### src/cpuCtl_cfg.svh
// cpuCtl config: bus vectors, reset values, decoded opcodes and step width
`ifndef CPU_CTL_CFG_SVH
`define CPU_CTL_CFG_SVH

// T-step counter width, longest sequence is 8 steps
`define CPU_STEP_BITS 3

// restart addresses
`define CPU_NMI_VECTOR 16'h0066
`define CPU_INT_VECTOR 16'h0038

// register values after the reset step
`define CPU_PC_RESET 16'h0000
`define CPU_SP_RESET 16'hFFFF

// opcodes recognised during fetch
`define CPU_OP_EI 8'hFB
`define CPU_OP_DI 8'hF3

`endif

### src/cpuCtlPkg.sv
// cpuCtlPkg: shared vector types and the machine sequence encoding
`default_nettype none

`include "cpuCtl_cfg.svh"

package cpuCtlPkg;

    typedef logic [15:0] addrT;                 // bus address, PC, SP, I:R
    typedef logic [7:0] byteT;                  // data byte or opcode
    typedef logic [`CPU_STEP_BITS-1:0] stepT;   // T-step within a sequence

    // active machine sequence
    typedef enum logic [2:0] {
        seqReset,
        seqBusGrant,
        seqFetch,
        seqNmi,
        seqInt
    } seqT;

endpackage

`default_nettype wire

### src/stepCounter.sv
// stepCounter: T-step counter with wait stretching and sequence restart
`default_nettype none
`timescale 1ns/1ps

module stepCounter
    import cpuCtlPkg::*;
(
    input  logic Clk,
    input  logic rstN,
    input  logic seqRestart,
    input  logic waitable,
    input  logic waitReq,
    output stepT step,
    output logic stepAdvance
);

    // a waitable step repeats while the bus holds waitReq
    assign stepAdvance = !(waitable && waitReq);

    always_ff @(posedge Clk or negedge rstN) begin
        if (!rstN) begin
            step <= '0;
        end else if (stepAdvance) begin
            step <= seqRestart ? '0 : step + stepT'(1);
        end
    end

    // the decoder must end every sequence by step 7, no wrap to 0 by overflow
    stepNoWrap: assert property (
        @(posedge Clk) disable iff (!rstN)
        (stepAdvance && step == '1) |-> seqRestart
    ) else $error("step counter would pass its last step");

endmodule

`default_nettype wire

### src/cycleDecoder.sv
// cycleDecoder: priority sequence selection and per-step strobe decode
`default_nettype none
`timescale 1ns/1ps

`include "cpuCtl_cfg.svh"

module cycleDecoder
    import cpuCtlPkg::*;
(
    input  logic Clk,
    input  logic rstN,
    input  logic busRq,
    input  logic nmi,
    input  logic intReq,
    input  logic waitReq,
    input  stepT step,
    input  logic stepAdvance,
    input  byteT opcode,
    output logic seqRestart,
    output logic waitable,
    output logic clearRegs,
    output logic loadVector,
    output logic vectorSel,
    output logic incPc,
    output logic decSp,
    output logic incR,
    output logic latchOp,
    output logic selAdPc,
    output logic selAdIr,
    output logic selAdSp,
    output logic selDtPcHigh,
    output logic m1,
    output logic mreq,
    output logic rd,
    output logic wr,
    output logic iorq,
    output logic rfsh,
    output logic busAck
);

    seqT seq;
    seqT nextSeq;
    logic nmiQ;
    logic nmiPend;
    logic iff1;
    logic iff2;
    logic endSeq;
    logic opEi;
    logic opDi;
    logic iff1Eff;
    logic clearRaw;
    logic vecRaw;
    logic incPcRaw;
    logic decSpRaw;
    logic incRRaw;
    logic latchRaw;

    assign endSeq = stepAdvance && seqRestart;
    assign opEi = endSeq && seq == seqFetch && opcode == byteT'(`CPU_OP_EI);
    assign opDi = endSeq && seq == seqFetch && opcode == byteT'(`CPU_OP_DI);
    // EI/DI and the NMI iff1 clear count already at the boundary they end on
    assign iff1Eff = opEi || (iff1 && !opDi && seq != seqNmi);

    always_comb begin
        if (busRq) nextSeq = seqBusGrant;
        else if (nmiPend) nextSeq = seqNmi;
        else if (intReq && iff1Eff) nextSeq = seqInt;
        else nextSeq = seqFetch;
    end

    always_ff @(posedge Clk or negedge rstN) begin
        if (!rstN) begin
            seq <= seqReset;
            nmiQ <= 1'b0;
            nmiPend <= 1'b0;
            iff1 <= 1'b0;
            iff2 <= 1'b0;
        end else begin
            nmiQ <= nmi;
            if (endSeq) seq <= nextSeq;
            if (nmi && !nmiQ) nmiPend <= 1'b1;              // rising edge only
            else if (endSeq && nextSeq == seqNmi) nmiPend <= 1'b0;
            if (clearRegs || (endSeq && nextSeq == seqInt)) begin
                iff1 <= 1'b0;
                iff2 <= 1'b0;
            end else if (endSeq) begin
                iff1 <= iff1Eff;
                iff2 <= opEi || (iff2 && !opDi);
            end
        end
    end

    always_comb begin
        seqRestart = 1'b0;
        waitable = 1'b0;
        {clearRaw, vecRaw, incPcRaw, decSpRaw, incRRaw, latchRaw} = '0;
        {selAdPc, selAdIr, selAdSp, selDtPcHigh} = '0;
        {m1, mreq, rd, wr, iorq, rfsh, busAck} = '0;
        case (seq)
            seqReset: begin
                clearRaw = 1'b1;
                seqRestart = 1'b1;
            end
            seqBusGrant: begin
                busAck = 1'b1;
                seqRestart = 1'b1;                          // re-pick every cycle
            end
            default: begin
                if (step < stepT'(2)) begin                 // M1 part
                    selAdPc = 1'b1;
                    m1 = 1'b1;
                    waitable = step == stepT'(1);
                    if (seq == seqInt && step == stepT'(1)) begin
                        iorq = 1'b1;                        // int acknowledge
                    end else begin
                        mreq = 1'b1;
                        rd = 1'b1;
                    end
                    if (seq == seqFetch && step == stepT'(1)) begin
                        latchRaw = 1'b1;
                        incPcRaw = 1'b1;
                    end
                end else if (step < stepT'(4)) begin        // refresh part
                    selAdIr = 1'b1;
                    rfsh = 1'b1;
                    mreq = 1'b1;
                    if (step == stepT'(3)) begin
                        incRRaw = 1'b1;
                        if (seq == seqFetch) seqRestart = 1'b1;
                        else decSpRaw = 1'b1;
                    end
                end else begin
                    // push, high byte in 4/5 then low byte in 6/7
                    selAdSp = 1'b1;
                    mreq = 1'b1;
                    selDtPcHigh = step < stepT'(6);
                    if (step[0]) begin
                        wr = 1'b1;
                        waitable = 1'b1;
                        if (step == stepT'(7)) begin
                            vecRaw = 1'b1;
                            seqRestart = 1'b1;
                        end else begin
                            decSpRaw = 1'b1;
                        end
                    end
                end
            end
        endcase
    end

    // register side only moves on the cycle that closes a step
    assign clearRegs = clearRaw && stepAdvance;
    assign loadVector = vecRaw && stepAdvance;
    assign incPc = incPcRaw && stepAdvance;
    assign decSp = decSpRaw && stepAdvance;
    assign incR = incRRaw && stepAdvance;
    assign latchOp = latchRaw && stepAdvance;
    assign vectorSel = seq == seqNmi;

    addrSelOneHot: assert property (
        @(posedge Clk) disable iff (!rstN)
        $onehot0({selAdPc, selAdIr, selAdSp})
    ) else $error("more than one address select active");

    rdWrExclusive: assert property (
        @(posedge Clk) disable iff (!rstN)
        !(rd && wr)
    ) else $error("rd and wr active together");

endmodule

`default_nettype wire

### src/regFile.sv
// regFile: PC, SP, I and R registers driven by the control strobes
`default_nettype none
`timescale 1ns/1ps

`include "cpuCtl_cfg.svh"

module regFile
    import cpuCtlPkg::*;
(
    input  logic Clk,
    input  logic rstN,
    input  logic clearRegs,
    input  logic loadVector,
    input  logic vectorSel,
    input  logic incPc,
    input  logic decSp,
    input  logic incR,
    output addrT pc,
    output addrT sp,
    output addrT ir
);

    byteT iReg;
    byteT rReg;

    assign ir = {iReg, rReg};

    always_ff @(posedge Clk or negedge rstN) begin
        if (!rstN) begin
            pc <= `CPU_PC_RESET;
            sp <= `CPU_SP_RESET;
            iReg <= '0;
            rReg <= '0;
        end else if (clearRegs) begin
            pc <= `CPU_PC_RESET;
            sp <= `CPU_SP_RESET;
            iReg <= '0;
            rReg <= '0;
        end else begin
            if (loadVector) pc <= vectorSel ? `CPU_NMI_VECTOR : `CPU_INT_VECTOR;
            else if (incPc) pc <= pc + addrT'(1);
            if (decSp) sp <= sp - addrT'(1);
            // bit 7 of R is kept, only the low 7 bits count
            if (incR) rReg <= {rReg[7], rReg[6:0] + 7'd1};
        end
    end

    // decoder never jumps and advances PC in the same step
    pcStrobeExclusive: assert property (
        @(posedge Clk) disable iff (!rstN)
        !(incPc && loadVector)
    ) else $error("incPc and loadVector together");

endmodule

`default_nettype wire

### src/busInterface.sv
// busInterface: address and data muxes, opcode latch, active-low bus strobes
`default_nettype none
`timescale 1ns/1ps

module busInterface
    import cpuCtlPkg::*;
(
    input  logic Clk,
    input  logic rstN,
    input  logic latchOp,
    input  byteT dataIn,
    input  addrT pc,
    input  addrT sp,
    input  addrT ir,
    input  logic selAdPc,
    input  logic selAdIr,
    input  logic selAdSp,
    input  logic selDtPcHigh,
    input  logic m1,
    input  logic mreq,
    input  logic rd,
    input  logic wr,
    input  logic iorq,
    input  logic rfsh,
    input  logic busAck,
    output addrT addr,
    output byteT dataOut,
    output byteT opcode,
    output logic m1N,
    output logic mreqN,
    output logic iorqN,
    output logic rdN,
    output logic wrN,
    output logic rfshN,
    output logic busAckN
);

    always_comb begin
        if (selAdPc) addr = pc;
        else if (selAdIr) addr = ir;       // refresh address
        else if (selAdSp) addr = sp;
        else addr = '0;                    // idle, reset or bus grant
    end

    assign dataOut = selDtPcHigh ? pc[15:8] : pc[7:0];

    always_ff @(posedge Clk or negedge rstN) begin
        if (!rstN) opcode <= '0;           // NOP
        else if (latchOp) opcode <= dataIn;
    end

    assign m1N = !m1;
    assign mreqN = !mreq;
    assign iorqN = !iorq;
    assign rdN = !rd;
    assign wrN = !wr;
    assign rfshN = !rfsh;
    assign busAckN = !busAck;

endmodule

`default_nettype wire

### src/cpuCtlTop.sv
// cpuCtlTop: machine-cycle control, cycle decoder wired to the datapath blocks
`default_nettype none
`timescale 1ns/1ps

module cpuCtlTop
    import cpuCtlPkg::*;
(
    input  logic Clk,
    input  logic rstN,
    input  logic busRq,
    input  logic nmi,
    input  logic intReq,
    input  logic waitReq,
    input  byteT dataIn,
    output addrT addr,
    output byteT dataOut,
    output logic m1N,
    output logic mreqN,
    output logic iorqN,
    output logic rdN,
    output logic wrN,
    output logic rfshN,
    output logic busAckN
);

    stepT step;
    logic stepAdvance;
    logic seqRestart;
    logic waitable;
    logic clearRegs, loadVector, vectorSel, incPc, decSp, incR;
    logic latchOp, selAdPc, selAdIr, selAdSp, selDtPcHigh;
    logic m1, mreq, rd, wr, iorq, rfsh, busAck;
    addrT pc;
    addrT sp;
    addrT ir;
    byteT opcode;

    cycleDecoder decoder0 (
        .Clk(Clk),
        .rstN(rstN),
        .busRq(busRq),
        .nmi(nmi),
        .intReq(intReq),
        .waitReq(waitReq),
        .step(step),
        .stepAdvance(stepAdvance),
        .opcode(opcode),
        .seqRestart(seqRestart),
        .waitable(waitable),
        .clearRegs(clearRegs),
        .loadVector(loadVector),
        .vectorSel(vectorSel),
        .incPc(incPc),
        .decSp(decSp),
        .incR(incR),
        .latchOp(latchOp),
        .selAdPc(selAdPc),
        .selAdIr(selAdIr),
        .selAdSp(selAdSp),
        .selDtPcHigh(selDtPcHigh),
        .m1(m1),
        .mreq(mreq),
        .rd(rd),
        .wr(wr),
        .iorq(iorq),
        .rfsh(rfsh),
        .busAck(busAck)
    );

    stepCounter counter0 (
        .Clk(Clk),
        .rstN(rstN),
        .seqRestart(seqRestart),
        .waitable(waitable),
        .waitReq(waitReq),
        .step(step),
        .stepAdvance(stepAdvance)
    );

    regFile regs0 (
        .Clk(Clk),
        .rstN(rstN),
        .clearRegs(clearRegs),
        .loadVector(loadVector),
        .vectorSel(vectorSel),
        .incPc(incPc),
        .decSp(decSp),
        .incR(incR),
        .pc(pc),
        .sp(sp),
        .ir(ir)
    );

    busInterface bus0 (
        .Clk(Clk),
        .rstN(rstN),
        .latchOp(latchOp),
        .dataIn(dataIn),
        .pc(pc),
        .sp(sp),
        .ir(ir),
        .selAdPc(selAdPc),
        .selAdIr(selAdIr),
        .selAdSp(selAdSp),
        .selDtPcHigh(selDtPcHigh),
        .m1(m1),
        .mreq(mreq),
        .rd(rd),
        .wr(wr),
        .iorq(iorq),
        .rfsh(rfsh),
        .busAck(busAck),
        .addr(addr),
        .dataOut(dataOut),
        .opcode(opcode),
        .m1N(m1N),
        .mreqN(mreqN),
        .iorqN(iorqN),
        .rdN(rdN),
        .wrN(wrN),
        .rfshN(rfshN),
        .busAckN(busAckN)
    );

endmodule

`default_nettype wire

### config.mk
export PLATFORM = sky130hd
export DESIGN_NAME = cpuCtlTop
export DESIGN_NICKNAME = d
export VERILOG_FILES = /design/src/cpuCtlPkg.sv /design/src/stepCounter.sv /design/src/cycleDecoder.sv /design/src/regFile.sv /design/src/busInterface.sv /design/src/cpuCtlTop.sv
export VERILOG_INCLUDE_DIRS = /design/src /design/src/src
export SDC_FILE = /design/constraint.sdc
export NUM_CORES = 1
export LEC_CHECK = 0
export ABC_AREA = 0
export BUFFER_PORTS_ARGS = -buffer_cell sky130_fd_sc_hd__buf_2
export CAP_MARGIN = 20
export CORE_MARGIN = 5
export CORE_UTILIZATION = 25
export CTS_CLUSTER_SIZE = 25
export DETAILED_ROUTE_END_ITERATION = 10
export PLACE_DENSITY_LB_ADDON = 0.05
export SYNTH_ARGS = -nofsm -noshare
export SYNTH_HDL_FRONTEND = slang
export SYNTH_HIERARCHICAL = 1
export SYNTH_SLANG_ARGS = --single-unit
### constraint.sdc
create_clock -name Clk -period 3.2 [get_ports Clk]
set_input_delay 0.16 -clock Clk [delete_from_list [all_inputs] [get_ports Clk]]
set_output_delay 0.16 -clock Clk [all_outputs]
set_load 0.05 [all_outputs]
# Yosys cells after proc, flatten, opt, wreduce, memory -nomap -nowiden
# Cells that the tools add are included.
[totals] elab_cells=137 output_inout_bits=31 romBits=0 regBits=57 mem_count=0 latch_bits=0 ramBits=0
[op_classes] bitwise=0 shifts=0 n_reduce_logical=37 eq_ne=12 n_addsub=4 n_mul=0 magnitude_cmp=3 n_div=0 mux=71
[ops] cell="$mux W16" count=8
[ops] cell="$mux W1" count=55
[ops] cell="$logic_and A1 B1 Y1" count=18
[ops] cell="$add A16 B1 Y16 const B" count=1
[ops] cell="$eq A8 B8 Y1 const B" count=2
[ops] cell="$mux W8" count=2
[ops] cell="$sub A16 B1 Y16 const B" count=1
[ops] cell="$mux W7" count=2
[ops] cell="$eq A3 B2 Y1 const B" count=4
[ops] cell="$mux W3" count=4
[ops] cell="$logic_not A1 Y1" count=10
[ops] cell="$eq A3 B3 Y1 const B" count=3
[ops] cell="$reduce_bool A2 Y1" count=4
[ops] cell="$add A7 B1 Y7 const B" count=1
[ops] cell="$eq A3 B1 Y1 const B" count=2
[ops] cell="$lt A3 B3 Y1 const B" count=2
[ops] cell="$add A3 B1 Y3 const B" count=1
[ops] cell="$logic_not A3 Y1" count=1
[ops] cell="$lt A3 B2 Y1 const B" count=1
[ops] cell="$ne A3 B2 Y1 const B" count=1
[ops] cell="$reduce_bool A3 Y1" count=1
[ops] cell="$logic_or A1 B1 Y1" count=2
[ops] cell="$reduce_or A2 Y1" count=1

# Logic depth before layout (Yosys ltp)
# Gate-level depths: netlist of the first run.
[depth] depth_word=21 depth_mapped=11 ltp_nobuf=10

# Hierarchy
# Netlist of the first run, hierarchy kept.
[by_module_without_submodules] mod="regFile" area_each_um2=2065.7 instances=1 cells_per_inst=204
[by_module_without_submodules] mod="busInterface" area_each_um2=930.9 instances=1 cells_per_inst=105
[by_module_without_submodules] mod="cycleDecoder" area_each_um2=520.5 instances=1 cells_per_inst=60
[by_module_without_submodules] mod="stepCounter" area_each_um2=155.1 instances=1 cells_per_inst=15

# Worst setup path after synthesis of the first run
# Ideal clock, no wire load.
[synth_timing] path_kind="reg-to-reg" from="register counter0.step[2]" to="register regs0.sp[13]" required_ns=3.108 path_stages_with_launch=10 setup_time_ns=0.092 arrival_ns=2.732 slack_ns=0.376 period_less_slack_ns=2.824 cell_sequence="dfrtp_1 > nand2b_1 > and3_1 > nand2_2 > nand2_1 > a221oi_1 > nor4b_4 > nand2_1 > o21ai_0 > or3b_2"
[synth_via] elab_chain_cells=8
[synth_lines] item="from (decl)" line_no="stepCounter.sv:13" text="output stepT step,"
[synth_lines] item="from (signal assigned)" line_no="stepCounter.sv:24" text="step <= seqRestart ? '0 : step + stepT'(1);"
[synth_lines] item="$lt A3 B3 Y1" line_no="cycleDecoder.sv:123" text="end else if (step < stepT'(4)) begin"
[synth_lines] item="$mux W1" line_no="cycleDecoder.sv:123"
[synth_lines] item="$mux W1 (*)" line_no="cycleDecoder.sv:109" text="if (step < stepT'(2)) begin"
[synth_lines] item="$mux W1 (*)" line_no="cycleDecoder.sv:99" text="case (seq)"
[synth_lines] item="via waitable" line_no="cpuCtlTop.sv:29" text="logic waitable;"
[synth_lines] item="$logic_and A1 B1 Y1 (*)" line_no="stepCounter.sv:18" text="assign stepAdvance = !(waitable && waitReq);"
[synth_lines] item="$logic_not A1 Y1 (*)" line_no="stepCounter.sv:18"
[synth_lines] item="via stepAdvance" line_no="cpuCtlTop.sv:27" text="logic stepAdvance;"
[synth_lines] item="$logic_and A1 B1 Y1 (*)" line_no="cycleDecoder.sv:156" text="assign decSp = decSpRaw && stepAdvance;"
[synth_lines] item="via decSp" line_no="cpuCtlTop.sv:30" text="logic clearRegs, loadVector, vectorSel, incPc, decSp, incR;"
[synth_lines] item="$reduce_bool A2 Y1 (no source line) (*)"
[synth_lines] item="to (signal assigned)" line_no="regFile.sv:31" text="sp <= `CPU_SP_RESET;"
[synth_lines] item="to (signal assigned)" line_no="regFile.sv:36" text="sp <= `CPU_SP_RESET;"
[synth_lines] item="to (signal assigned)" line_no="regFile.sv:42" text="if (decSp) sp <= sp - addrT'(1);"
[synth_lines] item="to (decl)" line_no="regFile.sv:19" text="output addrT sp,"
# The timed path passes the listed nets; every way through them passes the cells marked *.
# A chain may end at the register's enable or synchronous reset.

# Worst setup path in the final report of the first run
[layout_timing] from="register decoder0.seq[1]" to="register regs0.sp[14]"
[layout_rtl] item="from (decl)" line_no="cycleDecoder.sv:41" text="seqT seq;"
[layout_rtl] item="from (signal assigned)" line_no="cycleDecoder.sv:73" text="seq <= seqReset;"
[layout_rtl] item="from (signal assigned)" line_no="cycleDecoder.sv:80" text="if (endSeq) seq <= nextSeq;"
[layout_rtl] item="$eq A3 B1 Y1 or $logic_not A3 Y1 (tied branches)" line_no="cycleDecoder.sv:99"
[layout_rtl] item="$reduce_or A2 Y1 (no source line) (*)"
[layout_rtl] item="$mux W1 (*)" line_no="cycleDecoder.sv:99"
[layout_rtl] item="via waitable" line_no="cpuCtlTop.sv:29"
[layout_rtl] item="$logic_and A1 B1 Y1 (*)" line_no="stepCounter.sv:18"
[layout_rtl] item="$logic_not A1 Y1 (*)" line_no="stepCounter.sv:18"
[layout_rtl] item="via stepAdvance" line_no="cpuCtlTop.sv:27"
[layout_rtl] item="$logic_and A1 B1 Y1 (*)" line_no="cycleDecoder.sv:156"
[layout_rtl] item="via decSp" line_no="cpuCtlTop.sv:30"
[layout_rtl] item="$reduce_bool A2 Y1 (no source line) (*)"
# Marks and branches as above.

==> run summary, run 1 <==
Yosys warnings: 6
DP Worst Slack: 0.4596 ns
Post-route minimum period: 2.716 ns
Num CTS Buffers: 5
DR pass1 iterations: 4
Setup violations, final: 0
Die height: 131.2 um
Drt total wl: 9.893 mm
CP max-delay cell: dfrtp_1
Worst path most repeated cell: nand2_1
Clock slew at reported path FFs: 0.08 ns
Top post-synthesis cells by area: dfrtp_1 27%, dfstp_2 11%, a21oi_2 5.0%
Switching part of the total: 52.61%
Total GRT Usage: 11.61%
Pins Over Slew Limit: 0
Area Overhead vs Synth: 16.22%
Hpwl dp: 7.256 mm
Vias/cell: 4.583
Top cell type by total area after synthesis: dfrtp_1
Clock power frac: 15.1%
Outcome: finished clean
Critical Path AT: 2.95 ns
Initial Util: 25.36%
Initial antenna violation count: 0
Seq/Total Area, Yosys: 38.71%
Clock Sinks: 56
Antenna Diode Count: 0
CTS Buffer Depth: 2
Max cap viols: 0
First-pass GRT wire length: 16.20 mm
Remaining DRCs: 0
Crit path cell chain: inv_1 -> nand2_1 -> and3_1 -> nand2_2 -> nand2_1 -> a221oi_1 -> buf_4 -> and3b_1 -> nand2_1 -> o31a_1 -> or3_1
Initial drt markers: 100
Switching pwr: 2.048 mW
Fin. Hold Viols: 0
Cell area after synthesis: 3672 um^2
Share of layout cells above drive strength 1: 32.10%
GPL Wtd Cong: 0.7414
Vias: 2828
Die area: 17210 um^2
Fmax: 0.3682 GHz
Min setup slack post-route: 0.4839 ns
Largest net degree at the start of global routing: 34
Worst min-delay path class: primary input to flop
GRT overflow: 0
Pint: 1.845 mW
Worst Path Required: 3.43 ns
Reg power frac: 24.7%
Post-synth cell types: 50
Clk_lat worst skew: 0.31 ns
Drt wl/cell: 16.03 um
Peak supply drop: 0.3852 mV
Core ar.: 14480 um^2
Avg Cell Area, Syn: 9.563 um^2
Root Driver: clkbuf_16
Power Dens Cells: 912.3 nW/um^2
Slowest cell delay on critical path: 0.46 ns
RSZ-0062 raised after global routing: false
Synth Instances: 384
Non-Filler Instances: 617
Placed cells: 607
Final period utilization: 84.88%
I/O pins: 45
Leakage power: 1.786 nW
Final antenna-violating net count: 0
Worst-path fanout max: 8
# port buffers: 44
Vias in the first global route: 2879
Row cnt: 44
CP Class: flop to flop
Synth top area share: 27.26%
Comb power frac: 60.3%
Core Util, Final: 29.48%
Crit end category: flop
Die width: 131.2 um
CTS HTree Levels: 2
Startpoint Class: flop
CTS tree: yes
Worst hold margin: 0.07407 ns
Final #Nets: 450
Postcts setup bufs: 0
Worst-case clock skew: 0.01006 ns
Number of synthesized flops with an enable pin: 0
Setup TNS: 0 ns
Post-synthesis register bit count: 56
Ys async rst share: 100.0%
Ys flop type: dfrtp_1
power by group through the flow:
stage | sequential (mW) | combinational [mW] | clock [mW]
floorplan | 0.939 | 1.86 | 0
global placement | 0.975 | 2.41 | 0
detailed placement | 0.977 | 2.40 | 0
CTS | 0.965 | 2.41 | 0.621
global route | 0.986 | 2.55 | 0.639
finish | 0.960 | 2.35 | 0.586
per-layer routing:
layer	share of wire [%]	routed length [um]	global-route usage, %	up-vias
li1	-	-	-	1424
met1	50	4974	16.45	1352
met2	45	4478	17.64	45
met3	3.2	320	2.485	7
met4	1.2	120	3.695	0
met5	0	0	0	-
critical path: cells and delay by family, from the launching register on:
kind | cells | cell delay [ns]
flip-flops | 1 | 0.46
buffers and inverters | 2 | 0.33
AO/OA/AOI/OAI | 2 | 0.60
AND/OR/NAND/NOR | 7 | 1.26
final cells by class:
cell class	instances	area, um^2
fill	1565	10210
multi-input combinational	295	2068
sequential	56	1421
timing repair buffer	60	345.3
tap	184	230.2
clock buffer	5	125.1
inverter	14	52.55
clock inverter	3	25.02
final timing paths:
kind                            cells after the start  slack, ns          endpoint       startpoint
worst min-delay path                                2       0.07    bus0/opcode[0]        dataIn[0]
max in group asynchronous                           3       2.23   decoder0/seq[1]             rstN
worst max-delay path                               11       0.48      regs0/sp[14]  decoder0/seq[1]
min in group asynchronous                           2       0.51       regs0/sp[9]             rstN
worst min register to register                      1       0.43  decoder0/nmiPend    decoder0/nmiQ
worst max register to register                     11       0.48      regs0/sp[14]  decoder0/seq[1]
cell usage after synthesis, types with 6 or more instances:
library cell,number
dfrtp_1,40
nand3b_1,18
and3_1,8
nand4_1,9
inv_1,14
a21oi_2,21
mux2_2,16
xnor2_1,7
dfstp_2,16
o21ai_0,12
a21oi_1,20
nor2_1,25
or3_1,9
nand2_1,23
nor2b_1,21
nor3_1,8
a21boi_0,6
xor2_1,18
buf_4,19
nand3_1,8
nand2b_1,13
cells in the final DEF, fill, tap and decap left out, drive strengths merged, types with 17 or more instances in the layout:
cell type | Yosys | final
mux2 | 17 | 17
xor2 | 18 | 18
dfrtp | 40 | 40
nor2b | 21 | 21
a21oi | 41 | 41
nor2 | 25 | 25
nand3b | 18 | 18
buf | 23 | 58
nand2 | 24 | 24
flip-flops by register name, indices dropped and copies added, names as in the netlist:
signal and count:
decoder0/seq 3, decoder0/nmiQ 1, decoder0/nmiPend 1, decoder0/iff1 1, counter0/step 3, regs0/rReg 7, regs0/pc 16, bus0/opcode 8
regs0/sp 16
cell families (layout without fill, tap and decap cells):
logic type	Yosys count	after routing	share of synthesized area [%]
and+or+nand+nor	168	168	28.14
AOI/OAI and AO/OA	67	67	12.78
DFF	56	56	38.71
buffers and inverters	41	82	6.269
xor gates and xnor gates	25	25	5.963
muxes	22	22	6.678
adders and majority gates	4	4	1.363
other	1	9	0.1021
through the flow:
stage	total power, mW	instance area, um^2
2_1_floorplan	2.803	3702
3_3_place_gp	3.382	4098
3_5_place_dp	3.379	4098
4_1_cts	4.000	4268
5_1_grt	4.170	4268
6_report	3.893	4268
repair_timing:
action	CTS	global route
hold buffers	2	0
endpoints found under the hold margin	10	0
gates resized for setup	0	0
endpoints found under the setup margin	0	0
Power figures use the tool's default switching activity.
==> run 2, diff against run 1 <==
==> constraint.sdc (replaced) <==
create_clock -name Clk -period 2.58 [get_ports Clk]
set_input_delay 0.129 -clock Clk [delete_from_list [all_inputs] [get_ports Clk]]
set_output_delay 0.129 -clock Clk [all_outputs]
set_load 0.05 [all_outputs]
==> run summary, run 2 (synthesized netlist as in run 1, its figures left out) <==
GRT overflow: 0 (unchanged)
Switching pwr: 2.557 mW (was 2.048 mW)
Clock power frac: 14.3% (was 15.1%)
Setup violations, final: 0 (unchanged)
Post-DP Area: 4210 um^2 (was 4098 um^2)
Area Overhead vs Synth: 19.63% (was 16.22%)
Worst Path Required: 2.81 ns (was 3.43 ns)
Outcome: finished clean (unchanged)
Non-Filler Instances: 627 (was 617)
Min-Delay Endpoint: bus0/opcode[5] (was bus0/opcode[0])
Row cnt: 44 (unchanged)
Final antenna-violating net count: 0 (unchanged)
CP max-delay cell: or4_4 (was dfrtp_1)
Largest net degree at the start of global routing: 33 (was 34)
Crit path cell chain: inv_1 -> nand2_1 -> and3_4 -> nand2_2 -> nand2_2 -> nor3_2 -> nor3_1 -> or4_4 -> or3_1 -> a21oi_1 (was inv_1 -> nand2_1 -> and3_1 -> nand2_2 -> nand2_1 -> a221oi_1 -> buf_4 -> and3b_1 -> nand2_1 -> o31a_1 -> or3_1)
Most frequent cells in the layout: 44 x buf_2, 40 x dfrtp_1, 24 x buf_4, 24 x nor2_1, 22 x nand2_1 (was 44 x buf_2, 40 x dfrtp_1, 24 x nor2_1, 23 x nand2_1)
Reg-to-reg startpoint: decoder0/seq[1] (unchanged)
Initial drt markers: 139 (was 100)
DP Worst Slack: 0.09356 ns (was 0.4596 ns)
Most common cell after layout, fill and taps aside: buf_2 (unchanged)
Die height: 131.2 um (unchanged)
Die area: 17210 um^2 (unchanged)
Setup TNS: 0 ns (unchanged)
Core ar.: 14480 um^2 (unchanged)
Hpwl dp: 7.467 mm (was 7.256 mm)
Clock slew at reported path FFs: 0.07 ns (was 0.08 ns)
Total GRT Usage: 11.95% (was 11.61%)
Core Util, Final: 30.34% (was 29.48%)
Worst path most repeated cell: nand2_2 (was nand2_1)
Num CTS Buffers: 5 (unchanged)
Top Registers: regs0/pc (16), regs0/sp (16), bus0/opcode (8) (unchanged)
Switching part of the total: 51.50% (was 52.61%)
Peak supply drop: 0.6211 mV (was 0.3852 mV)
Crit end category: flop (unchanged)
Fin. Hold Viols: 0 (unchanged)
Final #Nets: 461 (was 450)
Worst Setup SP: decoder0/seq[1] (unchanged)
Leakage power: 1.861 nW (was 1.786 nW)
I/O pins: 45 (unchanged)
Worst min-delay path class: primary input to flop (unchanged)
Pint: 2.408 mW (was 1.845 mW)
Drt total wl: 10.03 mm (was 9.893 mm)
Critical Path AT: 2.58 ns (was 2.95 ns)
Fmax: 0.4246 GHz (was 0.3682 GHz)
Initial antenna violation count: 0 (unchanged)
DR pass1 iterations: 6 (was 4)
R2R depth: 10 (was 11)
Pins Over Slew Limit: 0 (unchanged)
First-pass GRT wire length: 16.64 mm (was 16.20 mm)
CP Class: flop to flop (unchanged)
Initial Util: 25.36% (unchanged)
Worst-path fanout max: 5 (was 8)
GPL Wtd Cong: 0.7647 (was 0.7414)
Remaining DRCs: 0 (unchanged)
Share of layout cells above drive strength 1: 34.31% (was 32.10%)
Power Dens Cells: 1130 nW/um^2 (was 912.3 nW/um^2)
CTS HTree Levels: 2 (unchanged)
Fin area: 4393 um^2 (was 4268 um^2)
Clock Sinks: 56 (unchanged)
Drt wl/cell: 16.00 um (was 16.03 um)
Vias: 2870 (was 2828)
Final period utilization: 91.27% (was 84.88%)
Reg2reg setup slack: 0.23 ns (was 0.48 ns)
Worst-case clock skew: 0.007531 ns (was 0.01006 ns)
Post-route minimum period: 2.355 ns (was 2.716 ns)
Vias/cell: 4.577 (was 4.583)
CTS tree: yes (unchanged)
Worst hold path cell count: 2 (unchanged)
Clk_lat worst skew: 0.31 ns (about the same)
Root Driver: clkbuf_16 (unchanged)
Hold path start: dataIn[5] (was dataIn[0])
RSZ-0062 raised after global routing: false (unchanged)
Max cap viols: 0 (unchanged)
Placed cells: 617 (was 607)
Slowest cell delay on critical path: 0.46 ns (about the same)
Min setup slack post-route: 0.2251 ns (was 0.4839 ns)
Reg power frac: 23.1% (was 24.7%)
Vias in the first global route: 2989 (was 2879)
Antenna Diode Count: 0 (unchanged)
# port buffers: 44 (unchanged)
CTS Buffer Depth: 2 (unchanged)
Die width: 131.2 um (unchanged)
Startpoint Class: flop (unchanged)
R2R Path End: regs0/pc[14] (was regs0/sp[14])
Comb power frac: 62.6% (was 60.3%)
[run 2: changes by cell type in the layout (fill, tap and decap cells not counted), sizes merged]
cell      change
clkinv        +1
clkinvlp      -1
inv           -2
buf          +11
clkbuf        +1
[run 2: final cells by class]
class | instances | area [um^2]
fill | 1518 | 10090
tap | 184 | 230.2
clock inverter | 1 | 3.754
sequential | 56 | 1421
clock buffer | 6 | 138.9
inverter | 14 | 52.55
multi-input combinational | 295 | 2106
timing repair buffer | 71 | 440.4
[run 2: worst max path at each step]
stage	end	slack (ns)	cells after the start
2_1_floorplan	regs0/pc[15]	0.002	10
3_3_place_gp	regs0/pc[12]	0.20	9
3_5_place_dp	regs0/pc[14]	0.09	10
4_1_cts	regs0/pc[14]	0.09	10
5_1_grt	regs0/pc[3]	0.06	12
6_report	regs0/pc[14]	0.23	10
[run 2: through the flow]
stage | power [mW] | hold WS [ns]
2_1_floorplan | 3.511 | -0.1666
6_report | 4.966 | 0.05125
4_1_cts | 5.053 | 0.04148
3_5_place_dp | 4.309 | 0.1021
5_1_grt | 5.319 | 0.04574
3_3_place_gp | 4.310 | 0.09611
[run 2: power by group through the flow]
stage	Sequential, mW	Combinational [mW]	Clock (mW)
2_1_floorplan	1.17	2.34	0
3_3_place_gp	1.17	3.14	0
3_5_place_dp	1.17	3.14	0
4_1_cts	1.15	3.15	0.749
5_1_grt	1.17	3.37	0.777
6_report	1.15	3.11	0.708
[run 2: critical path: cells and delay by family, from the launching register on]
kind            cells  cell delay (ns)
simple gates        8             1.67
flops               1             0.38
compound gates      1             0.16
buf+inv             1             0.08
[run 2: repair_timing]
item | CTS | global route
buffers inserted | 0 | 1
endpoints found under the hold margin | 8 | 0
hold buffers | 2 | 0
gates resized for setup | 0 | 3
endpoints found under the setup margin | 0 | 7
[run 2: metal layers]
metal,part of all wire (%),global-route usage [%],wire length (um),up-vias
met4,1.8,3.637,184,0
met5,0,0,0,-
li1,-,-,-,1439
met2,44,17.95,4440,42
met3,3.6,3.135,357,10
met1,50,16.80,5051,1379
